### src/sram_tester_pkg.sv
package sram_tester_pkg;

    // chiplet bus widths
    typedef logic [8:0] addr_t;
    typedef logic [7:0] data_t;

    // high nibble of the first command byte
    typedef enum logic [3:0] {
        OP_SET_ADDR       = 4'd1,
        OP_WRITE_VAL      = 4'd2,
        OP_READ_ADDR      = 4'd3,
        OP_READ_VAL       = 4'd4,
        OP_SET_CLK        = 4'd5,
        OP_READ_CLK       = 4'd6,
        OP_SET_READ_DELAY = 4'd7
    } opcode_e;

    typedef enum logic [2:0] {
        CTRL_IDLE,
        CTRL_GET_ARG,
        CTRL_RUN_OP,
        CTRL_SEND_FIRST,
        CTRL_WAIT_FIRST,
        CTRL_SEND_SECOND,
        CTRL_WAIT_SECOND
    } ctrl_state_e;

    typedef enum logic [2:0] {
        CYC_IDLE,
        CYC_CLK_LOW,
        CYC_CLK_HIGH,
        CYC_READ_WAIT,
        CYC_DONE
    } cycle_state_e;

    // half-period of the slow sram clock, in system clocks
    localparam data_t DEFAULT_CLK_FACTOR = 8'd25;
    localparam data_t DEFAULT_READ_DELAY = 8'd4;

    // address bus parks at all ones between cycles
    localparam addr_t IDLE_ADDR = '1;

endpackage

### src/sram_cmd_if.sv
`timescale 1ns/1ns

interface sram_cmd_if;

    // four-phase handshake
    logic req;
    logic ack;

    // request fields, held stable while req is high
    logic                   is_write;
    sram_tester_pkg::addr_t addr;
    sram_tester_pkg::data_t wdata;
    sram_tester_pkg::data_t clk_factor;
    sram_tester_pkg::data_t read_delay;

    // valid once ack rises on a read
    sram_tester_pkg::data_t rdata;

    modport ctrl (
        output req, is_write, addr, wdata, clk_factor, read_delay,
        input  ack, rdata
    );

    modport engine (
        input  req, is_write, addr, wdata, clk_factor, read_delay,
        output ack, rdata
    );

endinterface

### src/uart_rx.sv
`timescale 1ns/1ns

module uart_rx #(
    parameter int CLKS_PER_BIT = 100
) (
    input  logic                   clk,
    input  logic                   reset,
    input  logic                   i_rx,
    output sram_tester_pkg::data_t o_byte,
    output logic                   o_valid
);

    localparam int CNT_W = $clog2(CLKS_PER_BIT);
    localparam logic [CNT_W-1:0] LAST = CNT_W'(CLKS_PER_BIT - 1);
    localparam logic [CNT_W-1:0] HALF = CNT_W'((CLKS_PER_BIT - 1) / 2);

    typedef enum logic [1:0] {RX_IDLE, RX_START, RX_DATA, RX_STOP} rx_state_e;

    rx_state_e              state;
    logic [CNT_W-1:0]       cnt;
    logic [2:0]             bit_idx;
    logic                   rx_meta;
    logic                   rx_sync;
    sram_tester_pkg::data_t shift_q;

    // two-flop synchronizer, idles high like the line
    always_ff @(posedge clk) begin
        if (reset) begin
            rx_meta <= 1'b1;
            rx_sync <= 1'b1;
        end else begin
            rx_meta <= i_rx;
            rx_sync <= rx_meta;
        end
    end

    always_ff @(posedge clk) begin
        if (reset) begin
            state   <= RX_IDLE;
            cnt     <= '0;
            bit_idx <= '0;
            o_valid <= 1'b0;
            shift_q <= '0;
        end else begin
            o_valid <= 1'b0;
            case (state)
                RX_IDLE: begin
                    cnt <= '0;
                    if (!rx_sync) begin
                        state <= RX_START;
                    end
                end
                RX_START: begin
                    // recheck at mid start bit to reject glitches
                    if (cnt == HALF) begin
                        cnt     <= '0;
                        bit_idx <= '0;
                        state   <= rx_sync ? RX_IDLE : RX_DATA;
                    end else begin
                        cnt <= cnt + 1'b1;
                    end
                end
                RX_DATA: begin
                    if (cnt == LAST) begin
                        cnt     <= '0;
                        // lsb first
                        shift_q <= {rx_sync, shift_q[7:1]};
                        bit_idx <= bit_idx + 1'b1;
                        if (bit_idx == 3'd7) begin
                            state <= RX_STOP;
                        end
                    end else begin
                        cnt <= cnt + 1'b1;
                    end
                end
                RX_STOP: begin
                    if (cnt == LAST) begin
                        // bad stop bit drops the byte
                        o_valid <= rx_sync;
                        state   <= RX_IDLE;
                    end else begin
                        cnt <= cnt + 1'b1;
                    end
                end
                default: state <= RX_IDLE;
            endcase
        end
    end

    assign o_byte = shift_q;

endmodule

### src/uart_tx.sv
`timescale 1ns/1ns

module uart_tx #(
    parameter int CLKS_PER_BIT = 100
) (
    input  logic                   clk,
    input  logic                   reset,
    input  logic                   i_start,
    input  sram_tester_pkg::data_t i_byte,
    output logic                   o_tx,
    output logic                   o_busy,
    output logic                   o_done
);

    localparam int CNT_W = $clog2(CLKS_PER_BIT);
    localparam logic [CNT_W-1:0] LAST = CNT_W'(CLKS_PER_BIT - 1);

    typedef enum logic [1:0] {TX_IDLE, TX_START, TX_DATA, TX_STOP} tx_state_e;

    tx_state_e              state;
    logic [CNT_W-1:0]       cnt;
    logic [2:0]             bit_idx;
    sram_tester_pkg::data_t shift_q;

    always_ff @(posedge clk) begin
        if (reset) begin
            state   <= TX_IDLE;
            cnt     <= '0;
            bit_idx <= '0;
            o_done  <= 1'b0;
            shift_q <= '0;
        end else begin
            o_done <= 1'b0;
            if (state == TX_IDLE) begin
                cnt     <= '0;
                bit_idx <= '0;
                if (i_start) begin
                    shift_q <= i_byte;
                    state   <= TX_START;
                end
            end else if (cnt != LAST) begin
                cnt <= cnt + 1'b1;
            end else begin
                // end of one bit time
                cnt <= '0;
                case (state)
                    TX_START: state <= TX_DATA;
                    TX_DATA: begin
                        shift_q <= shift_q >> 1;
                        bit_idx <= bit_idx + 1'b1;
                        if (bit_idx == 3'd7) begin
                            state <= TX_STOP;
                        end
                    end
                    default: begin
                        o_done <= 1'b1;
                        state  <= TX_IDLE;
                    end
                endcase
            end
        end
    end

    // line level from the bit being sent
    always_comb begin
        case (state)
            TX_START: o_tx = 1'b0;
            TX_DATA:  o_tx = shift_q[0];
            default:  o_tx = 1'b1;
        endcase
    end

    assign o_busy = (state != TX_IDLE);

endmodule

### src/sram_cycle_engine.sv
`timescale 1ns/1ns

module sram_cycle_engine (
    input  logic                   clk,
    input  logic                   reset,
    input  sram_tester_pkg::data_t i_sram_q,
    output logic                   o_sram_clk,
    output logic                   o_sram_cen,
    output logic                   o_sram_wen,
    output sram_tester_pkg::addr_t o_sram_addr,
    output sram_tester_pkg::data_t o_sram_d,
    output logic                   o_sram_reading,
    output logic                   o_sram_writing,
    sram_cmd_if.engine             cmd
);

    sram_tester_pkg::cycle_state_e state;
    sram_tester_pkg::data_t        cnt;
    sram_tester_pkg::data_t        rdata_q;
    logic                          in_clock;
    logic                          last_cnt;
    logic                          sample;

    assign last_cnt = (cnt == '0);
    assign in_clock = (state == sram_tester_pkg::CYC_CLK_LOW) ||
                      (state == sram_tester_pkg::CYC_CLK_HIGH);

    // q is taken on the last cycle before ack
    assign sample = last_cnt && !cmd.is_write &&
                    ((state == sram_tester_pkg::CYC_READ_WAIT) ||
                     (state == sram_tester_pkg::CYC_CLK_HIGH && cmd.read_delay == '0));

    always_ff @(posedge clk) begin
        if (reset) begin
            state <= sram_tester_pkg::CYC_IDLE;
            cnt   <= '0;
        end else begin
            case (state)
                sram_tester_pkg::CYC_IDLE: begin
                    if (cmd.req) begin
                        cnt   <= cmd.clk_factor - 8'd1;
                        state <= sram_tester_pkg::CYC_CLK_LOW;
                    end
                end
                sram_tester_pkg::CYC_CLK_LOW: begin
                    if (last_cnt) begin
                        cnt   <= cmd.clk_factor - 8'd1;
                        state <= sram_tester_pkg::CYC_CLK_HIGH;
                    end else begin
                        cnt <= cnt - 8'd1;
                    end
                end
                sram_tester_pkg::CYC_CLK_HIGH: begin
                    if (!last_cnt) begin
                        cnt <= cnt - 8'd1;
                    end else if (cmd.is_write || cmd.read_delay == '0) begin
                        state <= sram_tester_pkg::CYC_DONE;
                    end else begin
                        // hold clock high while the read data settles
                        cnt   <= cmd.read_delay - 8'd1;
                        state <= sram_tester_pkg::CYC_READ_WAIT;
                    end
                end
                sram_tester_pkg::CYC_READ_WAIT: begin
                    if (last_cnt) begin
                        state <= sram_tester_pkg::CYC_DONE;
                    end else begin
                        cnt <= cnt - 8'd1;
                    end
                end
                sram_tester_pkg::CYC_DONE: begin
                    if (!cmd.req) begin
                        state <= sram_tester_pkg::CYC_IDLE;
                    end
                end
                default: state <= sram_tester_pkg::CYC_IDLE;
            endcase
        end
    end

    always_ff @(posedge clk) begin
        if (sample) begin
            rdata_q <= i_sram_q;
        end
    end

    assign cmd.ack   = (state == sram_tester_pkg::CYC_DONE);
    assign cmd.rdata = rdata_q;

    assign o_sram_writing = in_clock && cmd.is_write;
    assign o_sram_reading = (in_clock || state == sram_tester_pkg::CYC_READ_WAIT) &&
                            !cmd.is_write;

    // pins park high with the address at all ones between cycles
    assign o_sram_clk  = (state != sram_tester_pkg::CYC_CLK_LOW);
    assign o_sram_cen  = !(o_sram_reading || o_sram_writing);
    assign o_sram_wen  = !o_sram_writing;
    assign o_sram_addr = o_sram_cen ? sram_tester_pkg::IDLE_ADDR : cmd.addr;
    assign o_sram_d    = o_sram_writing ? cmd.wdata : '0;

endmodule

### src/cmd_controller.sv
`timescale 1ns/1ns

module cmd_controller (
    input  logic                   clk,
    input  logic                   reset,
    input  sram_tester_pkg::data_t i_rx_byte,
    input  logic                   i_rx_valid,
    input  logic                   i_tx_busy,
    input  logic                   i_tx_done,
    output logic                   o_tx_start,
    output sram_tester_pkg::data_t o_tx_byte,
    sram_cmd_if.ctrl               cmd
);

    sram_tester_pkg::ctrl_state_e state;
    sram_tester_pkg::opcode_e     op_q;
    logic                         addr_hi_q;
    sram_tester_pkg::addr_t       addr_q;
    sram_tester_pkg::data_t       wval_q;
    sram_tester_pkg::data_t       clk_factor_q;
    sram_tester_pkg::data_t       read_delay_q;
    logic                         req_q;
    logic                         is_write_q;
    sram_tester_pkg::data_t       first_byte;
    sram_tester_pkg::data_t       second_byte;

    // reply bytes for the read commands
    always_comb begin
        first_byte = {op_q, 4'b0000};
        case (op_q)
            sram_tester_pkg::OP_READ_ADDR: begin
                first_byte  = {op_q, 3'b000, addr_q[8]};
                second_byte = addr_q[7:0];
            end
            sram_tester_pkg::OP_READ_VAL: second_byte = cmd.rdata;
            default: second_byte = clk_factor_q;
        endcase
    end

    always_ff @(posedge clk) begin
        if (reset) begin
            state        <= sram_tester_pkg::CTRL_IDLE;
            op_q         <= sram_tester_pkg::OP_SET_ADDR;
            addr_hi_q    <= 1'b0;
            addr_q       <= '0;
            wval_q       <= '0;
            clk_factor_q <= sram_tester_pkg::DEFAULT_CLK_FACTOR;
            read_delay_q <= sram_tester_pkg::DEFAULT_READ_DELAY;
            req_q        <= 1'b0;
            is_write_q   <= 1'b0;
            o_tx_start   <= 1'b0;
            o_tx_byte    <= '0;
        end else begin
            o_tx_start <= 1'b0;
            case (state)
                sram_tester_pkg::CTRL_IDLE: begin
                    if (i_rx_valid) begin
                        op_q      <= sram_tester_pkg::opcode_e'(i_rx_byte[7:4]);
                        addr_hi_q <= i_rx_byte[0];
                        case (sram_tester_pkg::opcode_e'(i_rx_byte[7:4]))
                            sram_tester_pkg::OP_SET_ADDR,
                            sram_tester_pkg::OP_WRITE_VAL,
                            sram_tester_pkg::OP_SET_CLK,
                            sram_tester_pkg::OP_SET_READ_DELAY:
                                state <= sram_tester_pkg::CTRL_GET_ARG;
                            sram_tester_pkg::OP_READ_ADDR,
                            sram_tester_pkg::OP_READ_CLK:
                                state <= sram_tester_pkg::CTRL_SEND_FIRST;
                            sram_tester_pkg::OP_READ_VAL: begin
                                req_q      <= 1'b1;
                                is_write_q <= 1'b0;
                                state      <= sram_tester_pkg::CTRL_RUN_OP;
                            end
                            // unknown opcodes fall through and are ignored
                            default: state <= sram_tester_pkg::CTRL_IDLE;
                        endcase
                    end
                end
                sram_tester_pkg::CTRL_GET_ARG: begin
                    if (i_rx_valid) begin
                        state <= sram_tester_pkg::CTRL_IDLE;
                        case (op_q)
                            sram_tester_pkg::OP_SET_ADDR:  addr_q <= {addr_hi_q, i_rx_byte};
                            sram_tester_pkg::OP_SET_CLK:   clk_factor_q <= i_rx_byte;
                            sram_tester_pkg::OP_WRITE_VAL: begin
                                wval_q     <= i_rx_byte;
                                req_q      <= 1'b1;
                                is_write_q <= 1'b1;
                                state      <= sram_tester_pkg::CTRL_RUN_OP;
                            end
                            default: read_delay_q <= i_rx_byte;
                        endcase
                    end
                end
                sram_tester_pkg::CTRL_RUN_OP: begin
                    // drop req on ack, finish once ack is back low
                    if (req_q && cmd.ack) begin
                        req_q <= 1'b0;
                    end else if (!req_q && !cmd.ack) begin
                        state <= is_write_q ? sram_tester_pkg::CTRL_IDLE
                                            : sram_tester_pkg::CTRL_SEND_FIRST;
                    end
                end
                sram_tester_pkg::CTRL_SEND_FIRST: begin
                    if (!i_tx_busy) begin
                        o_tx_start <= 1'b1;
                        o_tx_byte  <= first_byte;
                        state      <= sram_tester_pkg::CTRL_WAIT_FIRST;
                    end
                end
                sram_tester_pkg::CTRL_WAIT_FIRST: begin
                    if (i_tx_done) begin
                        state <= sram_tester_pkg::CTRL_SEND_SECOND;
                    end
                end
                sram_tester_pkg::CTRL_SEND_SECOND: begin
                    if (!i_tx_busy) begin
                        o_tx_start <= 1'b1;
                        o_tx_byte  <= second_byte;
                        state      <= sram_tester_pkg::CTRL_WAIT_SECOND;
                    end
                end
                sram_tester_pkg::CTRL_WAIT_SECOND: begin
                    if (i_tx_done) begin
                        state <= sram_tester_pkg::CTRL_IDLE;
                    end
                end
                default: state <= sram_tester_pkg::CTRL_IDLE;
            endcase
        end
    end

    assign cmd.req        = req_q;
    assign cmd.is_write   = is_write_q;
    assign cmd.addr       = addr_q;
    assign cmd.wdata      = wval_q;
    assign cmd.clk_factor = clk_factor_q;
    assign cmd.read_delay = read_delay_q;

endmodule

### src/sram_tester_top.sv
`timescale 1ns/1ns

module sram_tester_top #(
    parameter int CLKS_PER_BIT = 100
) (
    input  logic                   clk,
    input  logic                   reset,
    input  logic                   i_rx,
    input  sram_tester_pkg::data_t i_sram_q,
    output logic                   o_tx,
    output logic                   o_sram_clk,
    output logic                   o_sram_cen,
    output logic                   o_sram_wen,
    output sram_tester_pkg::addr_t o_sram_addr,
    output sram_tester_pkg::data_t o_sram_d,
    output logic                   o_sram_reading,
    output logic                   o_sram_writing
);

    sram_tester_pkg::data_t rx_byte;
    logic                   rx_valid;
    sram_tester_pkg::data_t tx_byte;
    logic                   tx_start;
    logic                   tx_busy;
    logic                   tx_done;

    sram_cmd_if cmd_if ();

    uart_rx #(
        .CLKS_PER_BIT(CLKS_PER_BIT)
    ) u_rx (
        .clk     (clk),
        .reset   (reset),
        .i_rx    (i_rx),
        .o_byte  (rx_byte),
        .o_valid (rx_valid)
    );

    uart_tx #(
        .CLKS_PER_BIT(CLKS_PER_BIT)
    ) u_tx (
        .clk     (clk),
        .reset   (reset),
        .i_start (tx_start),
        .i_byte  (tx_byte),
        .o_tx    (o_tx),
        .o_busy  (tx_busy),
        .o_done  (tx_done)
    );

    cmd_controller u_ctrl (
        .clk        (clk),
        .reset      (reset),
        .i_rx_byte  (rx_byte),
        .i_rx_valid (rx_valid),
        .i_tx_busy  (tx_busy),
        .i_tx_done  (tx_done),
        .o_tx_start (tx_start),
        .o_tx_byte  (tx_byte),
        .cmd        (cmd_if.ctrl)
    );

    sram_cycle_engine u_engine (
        .clk            (clk),
        .reset          (reset),
        .i_sram_q       (i_sram_q),
        .o_sram_clk     (o_sram_clk),
        .o_sram_cen     (o_sram_cen),
        .o_sram_wen     (o_sram_wen),
        .o_sram_addr    (o_sram_addr),
        .o_sram_d       (o_sram_d),
        .o_sram_reading (o_sram_reading),
        .o_sram_writing (o_sram_writing),
        .cmd            (cmd_if.engine)
    );

endmodule

### config.mk
export PLATFORM = sky130hd
export DESIGN_NAME = sram_tester_top
export DESIGN_NICKNAME = d
export VERILOG_FILES = /design/src/sram_tester_pkg.sv /design/src/sram_cmd_if.sv /design/src/uart_rx.sv /design/src/uart_tx.sv /design/src/sram_cycle_engine.sv /design/src/cmd_controller.sv /design/src/sram_tester_top.sv
export SDC_FILE = /design/constraint.sdc
export NUM_CORES = 1
export LEC_CHECK = 0
export BUFFER_PORTS_ARGS = -buffer_cell sky130_fd_sc_hd__buf_2
export CORE_UTILIZATION = 60
export CTS_CLUSTER_DIAMETER = 30
export DETAILED_ROUTE_END_ITERATION = 12
export GPL_TIMING_DRIVEN = 1
export PLACE_DENSITY = 0.87
export SLEW_MARGIN = 20
export SYNTH_ARGS = -nofsm -noshare
export SYNTH_HDL_FRONTEND = slang
export SYNTH_SLANG_ARGS = --single-unit
### constraint.sdc
create_clock -name clk -period 6.18 [get_ports clk]
set_input_delay 0.618 -clock clk [delete_from_list [all_inputs] [get_ports clk]]
set_output_delay 0.618 -clock clk [all_outputs]
set_load 0.02 [all_outputs]
==> results.yml, run 1 <==
status:
  outcome: "completed"
setup_path:
  worstPathRequired_ns: 5.56
  critPathKind: "reg -> out"
  crit_family: "simple AND/OR/NAND/NOR gates"
  critPathLaunchType: "flop"
  crit_arrival_ns: 2.93
  cp-end-kind: "output pin"
  crit_chain: "xnor2_1 > nor3_2 > inv_1 > o21ai_1 > nand2b_1 > buf_2"
  slowest_delay_ns: 0.67
  crit_path_top_delay_cell: "dfxtp_1"
  worst-path-buf-inv: 2
  path_max_fanout: 17
grt:
  grt_max_degree: 90
  track_usage_pct: 29.6
  grt_pass1_vias: 4690
  antenna_found_initial: 0
  grt_pass1_wl_microns: 22700
  grt_overflow_total: 0
yosys:
  yosysSeqAreaShare_pct: 41.7
  syn-instance-count: 658
  synth-edff-count: 8
  synthFlopType: "dfxtp_1"
  syn_nets: 688
  syn_area_sq_um: 5720
  synth_warnings: 0
  synth-async-reset-ratio_pct: 0
  postSynthAreaPerCell_sq_um: 8.69
  synth_seq_cells: 115
  synth_cell_types: 66
finish:
  fill_cells: 643
  antenna_cells: 0
  final_layout_size_suffix_gt1_share_pct: 12.7
  nNetsFinal: 710
  finalNonFillerCells: 822
  final_common_cell: "dfxtp_1"
  finalInstanceArea_sq_um: 6560
  mostFrequentLayoutCells: "dfxtp_1 (107), nor2_1 (101), mux2i_1 (49), nand2_1 (47), a21oi_1 (42)"
  areaGrowthSynthToFinish_pct: 14.8
timing:
  slew_headroom_pct: 37.2
  setup_tns_ns: 0
  hold_viol: 0
  rsz0062_at_grt: "no"
  max_freq_ghz: 0.282
  worstMarginPinSlew_ns: 0.941
  finalCriticalPeriod_ns: 3.55
  fin_crit_sh_pct: 57.5
  fin_skew_ns: 0.0105
  setup_viol: 0
  drv_slew: 0
clock_network:
  cts_sinks: 115
  cts_buffers: 17
  cts_setup_buffers: 0
  cts_buffer_depth: 2
  htree_num_levels: 4
  cts-resized-gates: 0
  clkTransAtPathRegs_ns: 0.06
  insertion_delay_ns: 0.53
  cts_tree: "built"
  cts_hold_buf: 0
  clock_tree.root_cell: "clkbuf_8"
placement:
  dpl.hpwl_microns: 8580
  place_inst: 790
  place_congestion: 0.923
  io_buffers: 33
  dpl_cell_area_sq_um: 5940
routing:
  vias_per_cell: 6.07
  drt_iter0_markers: 387
  dr.pass1.iters: 5
  post_drt_wl_per_cell_microns: 17.0
  drc: 0
  wirelength_microns: 14000
  antenna_left: 0
  vias: 4991
floorplan:
  die-area_sq_um: 9920
  initial_core_util_pct: 61.9
  die_y_microns: 99.6
  die_w_microns: 99.6
  core-area_sq_um: 9240
  io_pins: 34
  rows: 35
worst_hold_path:
  hold_path.class: "in -> reg"
power_and_ir_drop:
  peakVddDrop_uv: 255
  p_leak_nw: 2.44
  power_density_nw_per_um2: 279
flow_run:
  max-cap-violations: 0
[flip-flops by register name, indices dropped and copies added (netlist names), 4 cells and up, named ones only]
name                   count
u_engine.cnt               8
u_ctrl.op_q                4
u_ctrl.cmd.wdata           8
u_ctrl.cmd.read_delay      8
u_tx.cnt                   7
u_ctrl.cmd.clk_factor      8
u_ctrl.o_tx_byte           8
u_tx.shift_q               8
u_engine.cmd.rdata         8
u_ctrl.cmd.addr            9
u_rx.o_byte                8
u_rx.cnt                   7
[logic make-up (layout without fill, tap and decap cells)]
kind of cell / Yosys count / count (layout) / synth area share (%)
compound gates: 123 / 123 / 14.6
mux: 51 / 51 / 8.98
simple gates: 267 / 267 / 23.1
xor+xnor: 21 / 21 / 3.22
flops: 115 / 115 / 41.7
buf+inv: 62 / 97 / 4.27
fa+ha+maj: 19 / 19 / 4.16
[Yosys cell counts, types with 14 or more instances]
| cell | count | area share (%) |
|---|---|---|
| mux2i_1 | 49 | 8.6 |
| inv_1 | 25 | 1.6 |
| nor3_1 | 20 | 1.8 |
| nor2_1 | 101 | 6.6 |
| dfxtp_1 | 107 | 37 |
| clkbuf_1 | 30 | 2.0 |
| nand2_1 | 47 | 3.1 |
| a211oi_1 | 14 | 1.8 |
| a21oi_1 | 42 | 3.7 |
| nand3_1 | 25 | 2.2 |
| ha_1 | 19 | 4.2 |
[final timing paths]
path	depth (start not counted)	slack, ns	endpoint	start
min reg2reg	1	0.42	u_rx.rx_sync	u_rx.rx_meta
max	6	2.63	o_sram_addr[7]	u_engine.state[0]
min	1	0.26	u_engine.cmd.rdata[7]	i_sram_q[7]
max reg2reg	5	3.62	u_ctrl.o_tx_byte[0]	u_tx.state[0]
[report_power, final]
group	switching (mW)	total, mW	leakage [nW]	internal [mW]
sequential	0.00491	0.758	0.934	0.753
clock	0.371	1.03	0.301	0.660
combinational	0.0288	0.0445	1.21	0.0157
total	0.405	1.83	2.44	1.43
[cell type report]
cell class | instances | area (sq um) | area share (%)
Clock buffer | 18 | 418 | 6.37
Clock inverter | 14 | 199 | 3.03
Inverter | 25 | 93.8 | 1.43
Multi-Input combinational cell | 481 | 3090 | 47.1
Sequential cell | 115 | 2380 | 36.3
Tap cell | 129 | 161 | 2.46
Timing Repair Buffer | 40 | 218 | 3.32
[through the flow]
stage                     utilization [%]  power, mW  worst slack [ns]  hold slack, ns
after detailed placement             64.3      0.817              3.43           0.397
after CTS                            71.0       1.84              2.71           0.240
after global placement               64.3      0.815              3.54           0.400
after floorplan                         -      0.807              3.62           0.389
final                                71.0       1.83              2.63           0.259
after global routing                 71.0       1.88              2.47           0.242
[layer usage]
| metal | vias to the layer above | wire length (microns) | GRT usage [%] |
|---|---|---|---|
| met5 | - | 0 | 0 |
| met1 | 2333 | 5930 | 36.9 |
| met3 | 54 | 1040 | 8.50 |
| met4 | 0 | 519 | 17.2 |
| met2 | 227 | 6490 | 45.8 |
| li1 | 2377 | - | - |
Power figures use the tool's default switching activity.
==> inputs of run 2 (changes only) <==
==> constraint.sdc (replaced) <==
create_clock -name clk -period 3.7 [get_ports clk]
set_input_delay 0.37 -clock clk [delete_from_list [all_inputs] [get_ports clk]]
set_output_delay 0.37 -clock clk [all_outputs]
set_load 0.02 [all_outputs]
==> run 2 against run 1 <==
Against the previous run:
- die area is the same
- via count rose by 0.58%
- routed wire length is 1.1% lower
- worst setup slack lost 2.1 ns
- total power grew 59%
- final cell count up 0.24%
- critical path depth is the same
==> results.yml, run 2 (synthesis results as in run 1) <==
finish:
  antenna_cells: 0
  final_layout_size_suffix_gt1_share_pct: 13.1
  nNetsFinal: 712
  mostFrequentLayoutCells: "dfxtp_1 (107), nor2_1 (101), mux2i_1 (49), nand2_1 (47), a21oi_1 (42)"
  largest_reg_flops: 9
  areaGrowthSynthToFinish_pct: 14.2
  finalNonFillerCells: 824
  finalInstanceArea_sq_um: 6530
  final_common_cell: "dfxtp_1"
clock_network:
  cts_setup_buffers: 0
  cts_sinks: 115
  cts_buffer_depth: 2
  cts_tree: "built"
  clkTransAtPathRegs_ns: 0.06
  clock_tree.root_cell: "clkbuf_8"
  cts-resized-gates: 0
  insertion_delay_ns: 0.53
  cts_buffers: 17
  htree_num_levels: 4
  cts_hold_buf: 0
timing:
  drv_slew: 0
  hold_viol: 0
  setup_viol: 0
  fin_skew_ns: 0.0202
  slew_headroom_pct: 40.3
  setup_tns_ns: 0
  max_freq_ghz: 0.315
  fin_crit_sh_pct: 85.9
  finalCriticalPeriod_ns: 3.18
  rsz0062_at_grt: "no"
  worstMarginPinSlew_ns: 0.889
floorplan:
  initial_core_util_pct: 61.9
  die_w_microns: 99.6
  rows: 35
  core-area_sq_um: 9240
  io_pins: 34
  die_y_microns: 99.6
  die-area_sq_um: 9920
routing:
  drc: 0
  dr.pass1.iters: 5
  vias_per_cell: 6.09
  antenna_left: 0
  wirelength_microns: 13800
  drt_iter0_markers: 346
  vias: 5020
  post_drt_wl_per_cell_microns: 16.8
grt:
  antenna_found_initial: 0
  grt_pass1_wl_microns: 22900
  grt_max_degree: 49
  grt_overflow_total: 0
  grt_pass1_vias: 4708
  track_usage_pct: 29.4
setup_path:
  critPathLaunchType: "flop"
  cp-end-kind: "output pin"
  r2r_slack_ns: 1.13
  reg2reg_depth: 5
  worstPathRequired_ns: 3.33
  path_max_fanout: 17
  critPathKind: "reg -> out"
  rr_startpoint: "u_engine.cnt[2]"
  crit_arrival_ns: 2.81
  reg2reg_to: "u_engine.cnt[3]"
power_and_ir_drop:
  finalPower_mw: 2.91
  p_leak_nw: 2.42
  peakVddDrop_uv: 428
  power_density_nw_per_um2: 445
worst_hold_path:
  min_path_cells: 1
  hold_path_end: "u_engine.cmd.rdata[3]"
  hp-start: "i_sram_q[3]"
  hold_path.class: "in -> reg"
flow_run:
  max-cap-violations: 0
placement:
  dpl_cell_area_sq_um: 5960
  place_inst: 792
  io_buffers: 33
  place_congestion: 0.930
  dpl.hpwl_microns: 9160
status:
  outcome: "completed"
-- run 2: changes by cell type in the layout (fill, tap and decap cells not counted), sizes merged --
cell | before | now
bufinv | 4 | 0
clkinvlp | 1 | 3
inv | 29 | 35
buf | 40 | 42
clkinv | 5 | 1
-- run 2: worst max-delay path by stage --
stage | startpoint | to | slack [ns] | cells after the start
3_3_place_gp | u_engine.state[0] | o_sram_cen | 1.31 | 6
6_report | u_engine.state[0] | o_sram_addr[7] | 0.52 | 6
4_1_cts | u_engine.state[0] | o_sram_addr[8] | 0.58 | 6
2_1_floorplan | u_engine.state[0] | o_sram_addr[0] | 1.39 | 6
3_5_place_dp | u_engine.cnt[2] | u_engine.cnt[3] | 1.17 | 5
5_1_grt | u_engine.state[0] | o_sram_addr[7] | 0.29 | 6
-- run 2: cell type report --
cell class                      instances  area (sq um)
Tap cell                              129           161
Clock buffer                           18           439
Inverter                               25          93.8
Multi-Input combinational cell        481          3090
Sequential cell                       115          2380
Timing Repair Buffer                   42           233
Clock inverter                         14           129
Fill cell                             671          2710
-- run 2: per-layer routing --
metal,GRT usage [%],routed length [microns]
met5,0,0
met1,37.8,6070
met4,15.2,396
met3,5.90,816
met2,47.0,6530
-- run 2: per-stage QoR --
stage / setup WS, ns / util, % / hold slack, ns
2_1_floorplan: 1.39 / - / 0.389
3_3_place_gp: 1.31 / 64.5 / 0.398
5_1_grt: 0.287 / 70.6 / 0.00242
6_report: 0.521 / 70.6 / 0.0100
3_5_place_dp: 1.17 / 64.5 / 0.393
4_1_cts: 0.583 / 70.6 / 0.000983
-- run 2: report_power, final --
group	switching (mW)	internal, mW	leakage, nW	total [mW]
clock network	0.669	0.893	0.273	1.56
registers	0.00893	1.26	0.934	1.27
logic	0.0519	0.0263	1.22	0.0782
total	0.730	2.18	2.42	2.91
-- run 2: worst max-delay path: stages (launching register included) --
cell	delay, ns
dfxtp_1	0.69
xnor2_1	0.16
nor3_2	0.48
inv_1	0.14
o21ai_1	0.48
nand2b_1	0.14
buf_2	0.20
==> inputs of run 3 (changes only) <==
--- a/config.mk
+++ b/config.mk
@@ -10,8 +10,8 @@
 export CTS_CLUSTER_DIAMETER = 30
 export DETAILED_ROUTE_END_ITERATION = 12
 export GPL_TIMING_DRIVEN = 1
-export PLACE_DENSITY = 0.87
-export SLEW_MARGIN = 20
+export PLACE_DENSITY = 0.89
+export SLEW_MARGIN = 10
 export SYNTH_ARGS = -nofsm -noshare
 export SYNTH_HDL_FRONTEND = slang
 export SYNTH_SLANG_ARGS = --single-unit
==> run 3 against run 2 <==
Against the previous run:
- routed wire length up 5.3%
- total power shrank 2.3%
- register-to-register slack gained 0.04 ns
- critical path depth unchanged
- via count grew 1.1%
- combinational power about the same
- sequential power barely moved
- first-iteration DRC count is 9.0% lower
- count of clock-buffer cells in the layout shrank 1
- final cell count shrank 0.12%
- die area stayed put
- worst setup slack worse by 0.12 ns
- critical path type unchanged
- critical endpoint is now o_sram_addr[5]
==> results.yml, run 3 (synthesis results as in run 1) <==
routing:
  vias: 5075
  post_drt_wl_per_cell_microns: 17.7
  dr.pass1.iters: 5
  drt_iter0_markers: 315
  antenna_left: 0
  drc: 0
  wirelength_microns: 14500
  vias_per_cell: 6.17
clock_network:
  insertion_delay_ns: 0.51
  cts_sinks: 115
  cts_tree: "built"
  clock_tree.root_cell: "clkbuf_8"
  cts_hold_buf: 0
  cts_buffer_depth: 2
  cts_setup_buffers: 0
  clkTransAtPathRegs_ns: 0.06
  cts-resized-gates: 0
  htree_num_levels: 4
  cts_buffers: 17
finish:
  utilization_pct: 70.3
  finalNonFillerCells: 823
  areaGrowthSynthToFinish_pct: 13.7
  finalInstanceArea_sq_um: 6500
  nNetsFinal: 711
  mostFrequentLayoutCells: "dfxtp_1 (107), nor2_1 (101), mux2i_1 (49), nand2_1 (47), a21oi_1 (42)"
  final_layout_size_suffix_gt1_share_pct: 13.0
  final_common_cell: "dfxtp_1"
  fill_cells: 642
  largest_reg_flops: 9
  antenna_cells: 0
timing:
  rsz0062_at_grt: "no"
  holdWs_ns: 0.0292
  max_freq_ghz: 0.304
  setup_ws_ns: 0.406
  finalCriticalPeriod_ns: 3.29
  hold_viol: 0
  fin_crit_sh_pct: 89.0
  setup_viol: 0
  setup_tns_ns: 0
  worstMarginPinSlew_ns: 1.02
  fin_skew_ns: 0.00884
  slew_headroom_pct: 31.6
  drv_slew: 0
placement:
  io_buffers: 33
  dpl_cell_area_sq_um: 5950
  preCtsSetupSlack_ns: 1.13
  dpl.hpwl_microns: 9050
  place_inst: 791
  place_congestion: 0.897
setup_path:
  critPathKind: "reg -> out"
  reg2reg_depth: 5
  path_max_fanout: 17
  critPathLaunchType: "flop"
  crit_chain: "xnor2_1 > nor3_2 > inv_1 > o21ai_1 > nand2b_1 > buf_2"
  cp.depth: 6
  slowest_delay_ns: 0.67
  cp-end-kind: "output pin"
  worst-path-buf-inv: 2
  crit_path_top_delay_cell: "dfxtp_1"
  crit_family: "simple AND/OR/NAND/NOR gates"
  worstPathRequired_ns: 3.33
  crit_arrival_ns: 2.92
power_and_ir_drop:
  finalPower_mw: 2.84
  switchingPower_uw: 665
  p_leak_nw: 2.41
  power_density_nw_per_um2: 437
  peakVddDrop_uv: 335
  p_seq_share_pct: 44.6
  internal-power_mw: 2.18
  swShare_pct: 23.4
  clock_power_share_pct: 52.7
  share_comb_of_total_power_pct: 2.7
grt:
  grt_pass1_vias: 4746
  grt_max_degree: 89
  track_usage_pct: 30.1
  antenna_found_initial: 0
  grt_overflow_total: 0
  grt_pass1_wl_microns: 23500
floorplan:
  die_w_microns: 99.6
  initial_core_util_pct: 61.9
  die-area_sq_um: 9920
  rows: 35
  die_y_microns: 99.6
  io_pins: 34
  core-area_sq_um: 9240
flow_run:
  max-cap-violations: 0
status:
  outcome: "completed"
worst_hold_path:
  hold_path.class: "in -> reg"
  min_path_cells: 1
==> run 3: changes by cell type in the layout (fill, tap and decap cells not counted), sizes merged <==
cell      change
buf           -1
bufinv        +1
clkbuf        -1
clkinv        +6
clkinvlp      +1
inv           -7
==> run 3: worst register-to-register path, cell delays in order, from the launching register on <==
cell	delay (ns)
dfxtp_1	0.35
nor4_1	0.70
nand4_1	0.30
o21ai_1	0.68
a211oi_1	0.12
a211oi_1	0.28
==> run 3: area by class of cell <==
type                       instances  area [sq um]  share of cell area [%]
multi-input combinational        481          3090                    47.5
tap                              129           161                    2.48
sequential                       115          2380                    36.7
timing repair buffer              41           225                    3.47
clock inverter                    15           133                    2.04
clock buffer                      17           414                    6.37
inverter                          25          93.8                    1.44
==> run 3: layer usage <==
metal	share of wire [%]	up-vias	GRT usage, %
met5	0	-	0
met4	3.1	0	15.4
met3	6.7	50	5.55
met2	49	265	50.6
met1	41	2380	37.0
li1	-	2380	-
==> run 3: power by group through the flow <==
stage               Clock [mW]  Sequential [mW]  Combinational [mW]
floorplan                    0             1.29              0.0597
finish                    1.50             1.27              0.0780
detailed placement           0             1.29              0.0728
global route              1.56             1.27              0.0834
CTS                       1.51             1.27              0.0758
global placement             0             1.29              0.0687
==> run 3: worst paths after layout <==
check | start | to | slack, ns
setup reg to reg | u_engine.cnt[2] | u_engine.cnt[0] | 1.17
hold / removal | i_sram_q[3] | u_engine.cmd.rdata[3] | 0.03
hold reg to reg | u_rx.rx_meta | u_rx.rx_sync | 0.41
setup / recovery | u_engine.state[0] | o_sram_addr[5] | 0.41
